### src/hdl/rv_core_pkg.sv
`default_nettype none

package rv_core_pkg;

localparam int XLEN = 32;

typedef logic [XLEN-1:0] word_t;
typedef logic [XLEN-1:0] addr_t;
typedef logic [4:0]      reg_idx_t;

typedef enum logic [3:0]
{
    class_lui,
    class_auipc,
    class_jal,
    class_jalr,
    class_branch,
    class_load,
    class_store,
    class_alu_imm,
    class_alu_reg,
    class_wfi,
    class_invalid
} inst_class_e;

typedef enum logic [3:0]
{
    alu_add,
    alu_sub,
    alu_sll,
    alu_slt,
    alu_sltu,
    alu_xor,
    alu_srl,
    alu_sra,
    alu_or,
    alu_and
} alu_op_e;

typedef enum logic [2:0]
{
    br_eq,
    br_ne,
    br_lt,
    br_ge,
    br_ltu,
    br_geu
} br_cond_e;

// rd is zero for classes that write no register
typedef struct packed
{
    inst_class_e inst_class;
    alu_op_e     alu_op;
    br_cond_e    br_cond;
    reg_idx_t    rd;
    reg_idx_t    rs1;
    reg_idx_t    rs2;
    word_t       imm;
} decoded_t;

// wishbone classic, master to slave
typedef struct packed
{
    logic  cyc;
    logic  stb;
    logic  we;
    addr_t adr;
    word_t dat;
} wb_m2s_t;

typedef struct packed
{
    logic  ack;
    word_t dat;
} wb_s2m_t;

typedef enum logic [2:0]
{
    state_idle,
    state_fetch,
    state_execute,
    state_load,
    state_store
} core_state_e;

endpackage

`default_nettype wire

### src/hdl/rv_decode.sv
`timescale 1ns/1ps
`default_nettype none

module rv_decode
(
    input  rv_core_pkg::word_t    i_inst,
    output rv_core_pkg::decoded_t o_dec
);

import rv_core_pkg::*;

localparam logic [6:0] OP_LUI     = 7'b0110111;
localparam logic [6:0] OP_AUIPC   = 7'b0010111;
localparam logic [6:0] OP_JAL     = 7'b1101111;
localparam logic [6:0] OP_JALR    = 7'b1100111;
localparam logic [6:0] OP_BRANCH  = 7'b1100011;
localparam logic [6:0] OP_LOAD    = 7'b0000011;
localparam logic [6:0] OP_STORE   = 7'b0100011;
localparam logic [6:0] OP_ALU_IMM = 7'b0010011;
localparam logic [6:0] OP_ALU_REG = 7'b0110011;

// wfi with all register fields zero
localparam word_t INST_WFI = 32'h10500073;

logic [6:0] w_opcode;
logic [2:0] w_funct3;
logic [6:0] w_funct7;
word_t      w_imm_i;
word_t      w_imm_s;
word_t      w_imm_b;
word_t      w_imm_u;
word_t      w_imm_j;
alu_op_e    w_alu_op;
logic       w_alu_ok;

assign w_opcode = i_inst[6:0];
assign w_funct3 = i_inst[14:12];
assign w_funct7 = i_inst[31:25];

assign w_imm_i = { { 20 { i_inst[31] } }, i_inst[31:20] };
assign w_imm_s = { { 20 { i_inst[31] } }, i_inst[31:25], i_inst[11:7] };
assign w_imm_b = { { 20 { i_inst[31] } }, i_inst[7], i_inst[30:25], i_inst[11:8], 1'b0 };
assign w_imm_u = { i_inst[31:12], 12'b0 };
assign w_imm_j = { { 12 { i_inst[31] } }, i_inst[19:12], i_inst[20], i_inst[30:21], 1'b0 };

// opcode bit 5 separates the register group from the immediate group
always_comb
    begin
        case (w_funct3)
            3'b000:
                if (w_opcode[5] && w_funct7[5])
                    w_alu_op = alu_sub;
                else
                    w_alu_op = alu_add;
            3'b001: w_alu_op = alu_sll;
            3'b010: w_alu_op = alu_slt;
            3'b011: w_alu_op = alu_sltu;
            3'b100: w_alu_op = alu_xor;
            3'b101:
                if (w_funct7[5])
                    w_alu_op = alu_sra;
                else
                    w_alu_op = alu_srl;
            3'b110: w_alu_op = alu_or;
            default: w_alu_op = alu_and;
        endcase
    end

always_comb
    begin
        w_alu_ok = 1'b1;
        if (w_opcode[5])
            w_alu_ok = (w_funct7 == 7'h00) ||
                       ((w_funct7 == 7'h20) && ((w_funct3 == 3'b000) || (w_funct3 == 3'b101)));
        else if (w_funct3 == 3'b001)
            w_alu_ok = (w_funct7 == 7'h00);
        else if (w_funct3 == 3'b101)
            w_alu_ok = (w_funct7 == 7'h00) || (w_funct7 == 7'h20);
    end

always_comb
    begin
        o_dec.inst_class = class_invalid;
        o_dec.alu_op     = w_alu_op;
        o_dec.br_cond    = br_eq;
        o_dec.rd         = '0;
        o_dec.rs1        = i_inst[19:15];
        o_dec.rs2        = i_inst[24:20];
        o_dec.imm        = w_imm_i;

        case (w_opcode)
            OP_LUI:
                begin
                    o_dec.inst_class = class_lui;
                    o_dec.imm        = w_imm_u;
                end
            OP_AUIPC:
                begin
                    o_dec.inst_class = class_auipc;
                    o_dec.imm        = w_imm_u;
                end
            OP_JAL:
                begin
                    o_dec.inst_class = class_jal;
                    o_dec.imm        = w_imm_j;
                end
            OP_JALR:
                if (w_funct3 == 3'b000)
                    o_dec.inst_class = class_jalr;
            OP_BRANCH:
                begin
                    o_dec.inst_class = class_branch;
                    o_dec.imm        = w_imm_b;
                    case (w_funct3)
                        3'b000: o_dec.br_cond = br_eq;
                        3'b001: o_dec.br_cond = br_ne;
                        3'b100: o_dec.br_cond = br_lt;
                        3'b101: o_dec.br_cond = br_ge;
                        3'b110: o_dec.br_cond = br_ltu;
                        3'b111: o_dec.br_cond = br_geu;
                        default: o_dec.inst_class = class_invalid;
                    endcase
                end
            OP_LOAD:
                if (w_funct3 == 3'b010)
                    o_dec.inst_class = class_load;
            OP_STORE:
                begin
                    o_dec.imm = w_imm_s;
                    if (w_funct3 == 3'b010)
                        o_dec.inst_class = class_store;
                end
            OP_ALU_IMM:
                if (w_alu_ok)
                    o_dec.inst_class = class_alu_imm;
            OP_ALU_REG:
                if (w_alu_ok)
                    o_dec.inst_class = class_alu_reg;
            default:
                if (i_inst == INST_WFI)
                    o_dec.inst_class = class_wfi;
        endcase

        if (!(o_dec.inst_class inside {class_branch, class_store, class_wfi, class_invalid}))
            o_dec.rd = i_inst[11:7];
    end

endmodule

`default_nettype wire

### src/hdl/rv_regfile.sv
`timescale 1ns/1ps
`default_nettype none

module rv_regfile
(
    input  logic                  i_clk,

    input  rv_core_pkg::reg_idx_t i_rs1,
    input  rv_core_pkg::reg_idx_t i_rs2,
    output rv_core_pkg::word_t    o_rs1_val,
    output rv_core_pkg::word_t    o_rs2_val,

    input  logic                  i_we,
    input  rv_core_pkg::reg_idx_t i_rd,
    input  rv_core_pkg::word_t    i_rd_val
);

import rv_core_pkg::*;

// x0 has no storage
word_t r_regs [1:31];

assign o_rs1_val = (i_rs1 == '0) ? '0 : r_regs[i_rs1];
assign o_rs2_val = (i_rs2 == '0) ? '0 : r_regs[i_rs2];

always_ff @ (posedge i_clk)
    if (i_we && (i_rd != '0))
        begin
            r_regs[i_rd] <= i_rd_val;
        end

endmodule

`default_nettype wire

### src/hdl/rv_alu.sv
`timescale 1ns/1ps
`default_nettype none

module rv_alu
(
    input  rv_core_pkg::decoded_t i_dec,
    input  rv_core_pkg::addr_t    i_pc,
    input  rv_core_pkg::word_t    i_rs1_val,
    input  rv_core_pkg::word_t    i_rs2_val,

    output rv_core_pkg::word_t    o_result,
    output logic                  o_taken,
    output rv_core_pkg::addr_t    o_ea
);

import rv_core_pkg::*;

word_t      w_op_b;
logic [4:0] w_shamt;
word_t      w_alu_out;
logic       w_cond;
addr_t      w_sum;

assign w_op_b  = (i_dec.inst_class == class_alu_reg) ? i_rs2_val : i_dec.imm;
assign w_shamt = w_op_b[4:0];

always_comb
    begin
        case (i_dec.alu_op)
            alu_add:  w_alu_out = i_rs1_val + w_op_b;
            alu_sub:  w_alu_out = i_rs1_val - w_op_b;
            alu_sll:  w_alu_out = i_rs1_val << w_shamt;
            alu_slt:  w_alu_out = word_t'($signed(i_rs1_val) < $signed(w_op_b));
            alu_sltu: w_alu_out = word_t'(i_rs1_val < w_op_b);
            alu_xor:  w_alu_out = i_rs1_val ^ w_op_b;
            alu_srl:  w_alu_out = i_rs1_val >> w_shamt;
            alu_sra:  w_alu_out = word_t'($signed(i_rs1_val) >>> w_shamt);
            alu_or:   w_alu_out = i_rs1_val | w_op_b;
            default:  w_alu_out = i_rs1_val & w_op_b;
        endcase
    end

// branches always compare the two registers
always_comb
    begin
        case (i_dec.br_cond)
            br_eq:   w_cond = (i_rs1_val == i_rs2_val);
            br_ne:   w_cond = (i_rs1_val != i_rs2_val);
            br_lt:   w_cond = ($signed(i_rs1_val) < $signed(i_rs2_val));
            br_ge:   w_cond = ($signed(i_rs1_val) >= $signed(i_rs2_val));
            br_ltu:  w_cond = (i_rs1_val < i_rs2_val);
            default: w_cond = (i_rs1_val >= i_rs2_val);
        endcase
    end

assign o_taken = (i_dec.inst_class == class_branch) && w_cond;

always_comb
    begin
        case (i_dec.inst_class)
            class_lui:   o_result = i_dec.imm;
            class_auipc: o_result = i_pc + i_dec.imm;
            class_jal,
            class_jalr:  o_result = i_pc + 32'd4;
            default:     o_result = w_alu_out;
        endcase
    end

// load/store address, or jalr target with bit 0 cleared
assign w_sum = i_rs1_val + i_dec.imm;
assign o_ea  = (i_dec.inst_class == class_jalr) ? { w_sum[XLEN-1:1], 1'b0 } : w_sum;

endmodule

`default_nettype wire

### src/hdl/rv_control.sv
`timescale 1ns/1ps
`default_nettype none

module rv_control
#(
    parameter rv_core_pkg::addr_t RESET_PC = '0
)
(
    input  logic                  i_clk,
    input  logic                  i_rst,

    input  logic                  i_start,
    output logic                  o_idle,

    output rv_core_pkg::word_t    o_inst,
    input  rv_core_pkg::decoded_t i_dec,
    input  rv_core_pkg::word_t    i_rs2_val,

    input  rv_core_pkg::word_t    i_result,
    input  logic                  i_taken,
    input  rv_core_pkg::addr_t    i_ea,
    output rv_core_pkg::addr_t    o_pc,

    output logic                  o_rd_we,
    output rv_core_pkg::reg_idx_t o_rd,
    output rv_core_pkg::word_t    o_rd_val,

    output rv_core_pkg::wb_m2s_t  o_wb,
    input  rv_core_pkg::wb_s2m_t  i_wb
);

import rv_core_pkg::*;

core_state_e r_state;
addr_t       r_pc;
word_t       r_inst;
wb_m2s_t     r_wb;
addr_t       w_target;
addr_t       w_next_pc;

function automatic wb_m2s_t wb_request(input logic we, input addr_t adr, input word_t dat);
    wb_m2s_t req;
    req.cyc = 1'b1;
    req.stb = 1'b1;
    req.we  = we;
    req.adr = adr;
    req.dat = dat;
    return req;
endfunction

// jal and branches share the pc relative adder
assign w_target = r_pc + i_dec.imm;

always_comb
    begin
        case (i_dec.inst_class)
            class_jal:    w_next_pc = w_target;
            class_jalr:   w_next_pc = i_ea;
            class_branch: w_next_pc = i_taken ? w_target : (r_pc + 32'd4);
            default:      w_next_pc = r_pc + 32'd4;
        endcase
    end

assign o_idle = (r_state == state_idle);
assign o_inst = r_inst;
assign o_pc   = r_pc;
assign o_wb   = r_wb;

// load data lands in rd in the ack cycle
assign o_rd     = i_dec.rd;
assign o_rd_we  = ((r_state == state_execute) && (i_dec.inst_class != class_load)) ||
                  ((r_state == state_load) && i_wb.ack);
assign o_rd_val = (r_state == state_load) ? i_wb.dat : i_result;

always_ff @ (posedge i_clk)
    if (i_rst)
        begin
            r_state  <= state_idle;
            r_pc     <= RESET_PC;
            r_wb.cyc <= 1'b0;
            r_wb.stb <= 1'b0;
            r_wb.we  <= 1'b0;
        end
    else
        begin
            case (r_state)
                state_idle:
                    if (i_start)
                        begin
                            // each run starts again from the reset vector
                            r_pc    <= RESET_PC;
                            r_wb    <= wb_request(1'b0, RESET_PC, '0);
                            r_state <= state_fetch;
                        end
                state_fetch:
                    if (!r_wb.cyc)
                        begin
                            // bus was released after a load or store
                            r_wb <= wb_request(1'b0, r_pc, '0);
                        end
                    else if (i_wb.ack)
                        begin
                            r_inst   <= i_wb.dat;
                            r_wb.cyc <= 1'b0;
                            r_wb.stb <= 1'b0;
                            r_state  <= state_execute;
                        end
                state_execute:
                    case (i_dec.inst_class)
                        class_load:
                            begin
                                r_pc    <= w_next_pc;
                                r_wb    <= wb_request(1'b0, i_ea, '0);
                                r_state <= state_load;
                            end
                        class_store:
                            begin
                                r_pc    <= w_next_pc;
                                r_wb    <= wb_request(1'b1, i_ea, i_rs2_val);
                                r_state <= state_store;
                            end
                        class_wfi,
                        class_invalid:
                            r_state <= state_idle;
                        default:
                            begin
                                r_pc    <= w_next_pc;
                                r_wb    <= wb_request(1'b0, w_next_pc, '0);
                                r_state <= state_fetch;
                            end
                    endcase
                state_load,
                state_store:
                    if (i_wb.ack)
                        begin
                            r_wb.cyc <= 1'b0;
                            r_wb.stb <= 1'b0;
                            r_state  <= state_fetch;
                        end
                default:
                    r_state <= state_idle;
            endcase
        end

endmodule

`default_nettype wire

### src/hdl/rv_core.sv
`timescale 1ns/1ps
`default_nettype none

module rv_core
#(
    parameter rv_core_pkg::addr_t RESET_PC = '0
)
(
    input  logic                 i_clk,
    input  logic                 i_rst,

    input  logic                 i_start,
    output logic                 o_idle,

    output rv_core_pkg::wb_m2s_t o_wb,
    input  rv_core_pkg::wb_s2m_t i_wb
);

import rv_core_pkg::*;

word_t    w_inst;
decoded_t w_dec;
word_t    w_rs1_val;
word_t    w_rs2_val;
word_t    w_result;
logic     w_taken;
addr_t    w_ea;
addr_t    w_pc;
logic     w_rd_we;
reg_idx_t w_rd;
word_t    w_rd_val;

rv_control
#(
    .RESET_PC(RESET_PC)
)
rv_control_inst
(
    .i_clk(i_clk),
    .i_rst(i_rst),
    .i_start(i_start),
    .o_idle(o_idle),
    .o_inst(w_inst),
    .i_dec(w_dec),
    .i_rs2_val(w_rs2_val),
    .i_result(w_result),
    .i_taken(w_taken),
    .i_ea(w_ea),
    .o_pc(w_pc),
    .o_rd_we(w_rd_we),
    .o_rd(w_rd),
    .o_rd_val(w_rd_val),
    .o_wb(o_wb),
    .i_wb(i_wb)
);

rv_decode rv_decode_inst
(
    .i_inst(w_inst),
    .o_dec(w_dec)
);

rv_regfile rv_regfile_inst
(
    .i_clk(i_clk),
    .i_rs1(w_dec.rs1),
    .i_rs2(w_dec.rs2),
    .o_rs1_val(w_rs1_val),
    .o_rs2_val(w_rs2_val),
    .i_we(w_rd_we),
    .i_rd(w_rd),
    .i_rd_val(w_rd_val)
);

rv_alu rv_alu_inst
(
    .i_dec(w_dec),
    .i_pc(w_pc),
    .i_rs1_val(w_rs1_val),
    .i_rs2_val(w_rs2_val),
    .o_result(w_result),
    .o_taken(w_taken),
    .o_ea(w_ea)
);

endmodule

`default_nettype wire

### config.mk
export PLATFORM = sky130hd
export DESIGN_NAME = rv_core
export DESIGN_NICKNAME = d
export VERILOG_FILES = /design/src/hdl/rv_core_pkg.sv /design/src/hdl/rv_decode.sv /design/src/hdl/rv_regfile.sv /design/src/hdl/rv_alu.sv /design/src/hdl/rv_control.sv /design/src/hdl/rv_core.sv
export SDC_FILE = /design/constraint.sdc
export NUM_CORES = 2
export LEC_CHECK = 0
export BUFFER_PORTS_ARGS = -buffer_cell sky130_fd_sc_hd__buf_2
export CORE_ASPECT_RATIO = 0.75
export CORE_UTILIZATION = 55
export DETAILED_ROUTE_END_ITERATION = 16
export PLACE_DENSITY = 0.69
export SKIP_CTS_REPAIR_TIMING = 1
export SYNTH_ARGS = -nofsm -noshare
export SYNTH_HDL_FRONTEND = slang
export SYNTH_SLANG_ARGS = --single-unit
### constraint.sdc
create_clock -name i_clk -period 12.7 [get_ports i_clk]
set_input_delay 2.54 -clock i_clk [delete_from_list [all_inputs] [get_ports i_clk]]
set_output_delay 2.54 -clock i_clk [all_outputs]
set_load 0.02 [all_outputs]
==> results.cfg <==
[status]
status = finished clean

[synth]
ys.flop_type = sky130_fd_sc_hd__edfxtp_1
syn_area_per_cell_um2 = 13.28
synthesis.instances = 5058
netlist_area_mm2 = 0.06717
ys_seq_area_frac = 0.5007
synth-edff-count = 1088
ys.warnings.count = 0
synth_seq_cells = 1136
synth.lib_cells_used.distinct = 99
syn_nets = 5290
synthArstFlopShare = 0

[placed_design]
io_buffer_count = 103
dp_hpwl_um = 171700
gpl.final_weighted_congestion = 1.099
dpl-instance-area_mm2 = 0.06978

[route]
via_count = 50210
drcViolationCount = 0
postRouteWirelength_um = 255800
detail_route.wl_per_cell_um = 37.57
ant_nets = 0
drt_pass_1_iters = 7
dr.first_iter.drc_count = 8473
detail_route.vias_per_cell = 7.373

[job]
maxCapViolCount = 0

[sta]
max_clock_freq_mhz = 109.1
worst_clock_skew_ps = 32.15
tns_ps = 0
rsz0062_at_grt = no
hold_viol = 0
max-slew-margin-rel = 0.07938
hold_ws_ps = 505.8
fin_crit_sh = 0.7217
setup_viol = 0
final-max-slew-violation-count = 0
timing.final.crit_period_ps = 9166
slew_worst_pin_ps = 1381

[power]
power.density_mw_per_mm2 = 116.4
leakage_power_nw = 25.65
irDropWorstVdd_uv = 127.6
total_power_mw = 8.538

[cts]
clk_path_buf_depth = 3
clkSinkCount = 1136
cts-buffers-inserted = 107
cts-root-buf = sky130_fd_sc_hd__clkbuf_16
cts.reportedPaths.clkPinSlew_ps = 60
tritoncts_clock_tree = done
number_of_h_tree_levels = 3
later_pin_clock_latency_in_the_skew_report_ps = 790

[worst_setup_path]
crit_type = reg2reg
cp.arrival_ps = 9570
cp_data_required_time_ps = 13100
crit_path_max_fanout = 164
crit_path_start_kind = register
cp-end-kind = register

[floorplan]
die_width_um = 405.5
fp.dieArea_mm2 = 0.1235
initial_cell_density_of_the_core = 0.5571
coreArea_mm2 = 0.1206
fp.dieH_um = 304.7
io_pins = 104
row_count = 110

[min_path]
timing.hold.worst.class = reg2reg
timing.hold.worst.start = rv_control_inst.o_wb[65]

[finish]
layout.nets = 5319
final_design_area_no_fill_mm2 = 0.07336
most-common-layout-cells = sky130_fd_sc_hd__edfxtp_1, sky130_fd_sc_hd__mux4_2, sky130_fd_sc_hd__nor2_1
syn2layout_area_growth_pct = 9.209
fillCellCount = 9371
post_route_cells_drive_above_1_share = 0.2233
layout_commonest_cell = sky130_fd_sc_hd__edfxtp_1

[global_routing]
grt_max_degree = 165
antenna_found_initial = 15
overflow = 0
first_global_vias = 46950
grt_pass1_wl_um = 358100
grt_util_all_layers = 0.4125
logic make-up (layout without fill, tap and decap cells):
kind of cell               Yosys count  after routing  synth area share
DFF                               1136           1136            0.5007
AOI/OAI and AO/OA                 1190           1190            0.1152
muxes                              780            780            0.2216
other                                0              7                 0
buffers and inverters              529            649           0.03511
xor gates and xnor gates           112            112           0.01460
adders and majority gates          196            196           0.03696
and+or+nand+nor                   1115           1115           0.07589
flip-flops by register name, summed over array words and instances, names as in the netlist, named ones only:
register and count:
rv_control_inst.r_state 3, rv_regfile_inst.r_regs 992, rv_control_inst.o_wb 67, rv_control_inst.o_pc 32, rv_control_inst.o_inst 32
layer usage:
layer / GRT usage / routed length, um
met1: 0.5968 / 99270
met2: 0.5778 / 108300
met3: 0.1221 / 35300
met4: 0.1805 / 12840
met5: 0 / 50
cells in the mapped netlist, drive strengths merged, types with 26 or more instances:
| master | count | share of area |
|---|---|---|
| a22oi | 33 | 0.0037 |
| xnor2 | 71 | 0.0093 |
| mux2 | 31 | 0.0053 |
| o221ai | 34 | 0.0044 |
| ha | 192 | 0.036 |
| dfxtp | 48 | 0.014 |
| nor2 | 413 | 0.023 |
| a211oi | 33 | 0.0037 |
| a31oi | 40 | 0.0037 |
| nand3 | 155 | 0.012 |
| clkbuf | 187 | 0.010 |
| a22o | 30 | 0.0039 |
| nand2 | 275 | 0.016 |
| a21oi | 361 | 0.027 |
| o211ai | 54 | 0.0062 |
| inv | 179 | 0.010 |
| mux4 | 562 | 0.19 |
| mux2i | 187 | 0.028 |
| edfxtp | 1088 | 0.49 |
| nor2b | 26 | 0.0024 |
| xor2 | 41 | 0.0053 |
| buf | 160 | 0.014 |
| a21o | 70 | 0.0078 |
| nand2b | 37 | 0.0034 |
| o21bai | 29 | 0.0032 |
| nor3 | 68 | 0.0052 |
| o22ai | 28 | 0.0026 |
| o21ai | 262 | 0.020 |
report_power, final:
part / switching [mW] / total [mW] / internal, mW
Sequential: 0.0398 / 4.22 / 4.18
Combinational: 0.682 / 1.02 / 0.338
Clock: 1.47 / 3.30 / 1.83
critical path, stage by stage (launching register included):
cell	delay [ps]
sky130_fd_sc_hd__dfxtp_4	700
sky130_fd_sc_hd__buf_12	630
sky130_fd_sc_hd__nand2_1	380
sky130_fd_sc_hd__o221ai_1	290
sky130_fd_sc_hd__a2bb2oi_1	210
sky130_fd_sc_hd__a22o_1	390
sky130_fd_sc_hd__nor3_2	100
sky130_fd_sc_hd__nor2_4	130
sky130_fd_sc_hd__buf_4	580
sky130_fd_sc_hd__ha_1	290
sky130_fd_sc_hd__inv_1	70
sky130_fd_sc_hd__fa_1	470
sky130_fd_sc_hd__a21o_1	210
sky130_fd_sc_hd__a21oi_1	230
sky130_fd_sc_hd__o21a_1	160
sky130_fd_sc_hd__o41ai_1	80
sky130_fd_sc_hd__buf_4	180
sky130_fd_sc_hd__a2111oi_0	760
sky130_fd_sc_hd__o21bai_1	250
sky130_fd_sc_hd__a221oi_1	410
sky130_fd_sc_hd__o21ai_0	130
sky130_fd_sc_hd__a21oi_1	350
sky130_fd_sc_hd__o21ai_0	130
sky130_fd_sc_hd__o41a_1	140
sky130_fd_sc_hd__o22ai_1	220
sky130_fd_sc_hd__o31a_1	960
final cells by class:
class                      instances  area [um2]  share of cell area
multi-input combinational       3393       31600              0.4307
antenna                            7       17.52           0.0002388
inverter                         182       688.2            0.009381
clock inverter                    62       590.6            0.008050
sequential                      1136       33670              0.4589
timing repair buffer             267        1797             0.02449
tap                             1624        2032             0.02770
clock buffer                     138        2969             0.04047
worst paths after layout:
check,end,slack [ps],depth (start not counted)
max,rv_regfile_inst.r_regs[31][24],3530,25
min,rv_control_inst.o_wb[65],510,1
max reg2reg,rv_regfile_inst.r_regs[31][24],3530,25
min reg2reg,rv_control_inst.o_wb[65],510,1
stage by stage:
stage                     cells  utilization  setup slack (ps)
after CTS                  6802       0.6083              3933
after detailed placement   6602       0.5788              3967
after global routing       6805       0.6084              3356
final                      6809       0.6084              3534
after floorplan            5058            -              5140
after global placement     6601       0.5787              3450
Note: power is estimated with default switching activity, not from simulation.
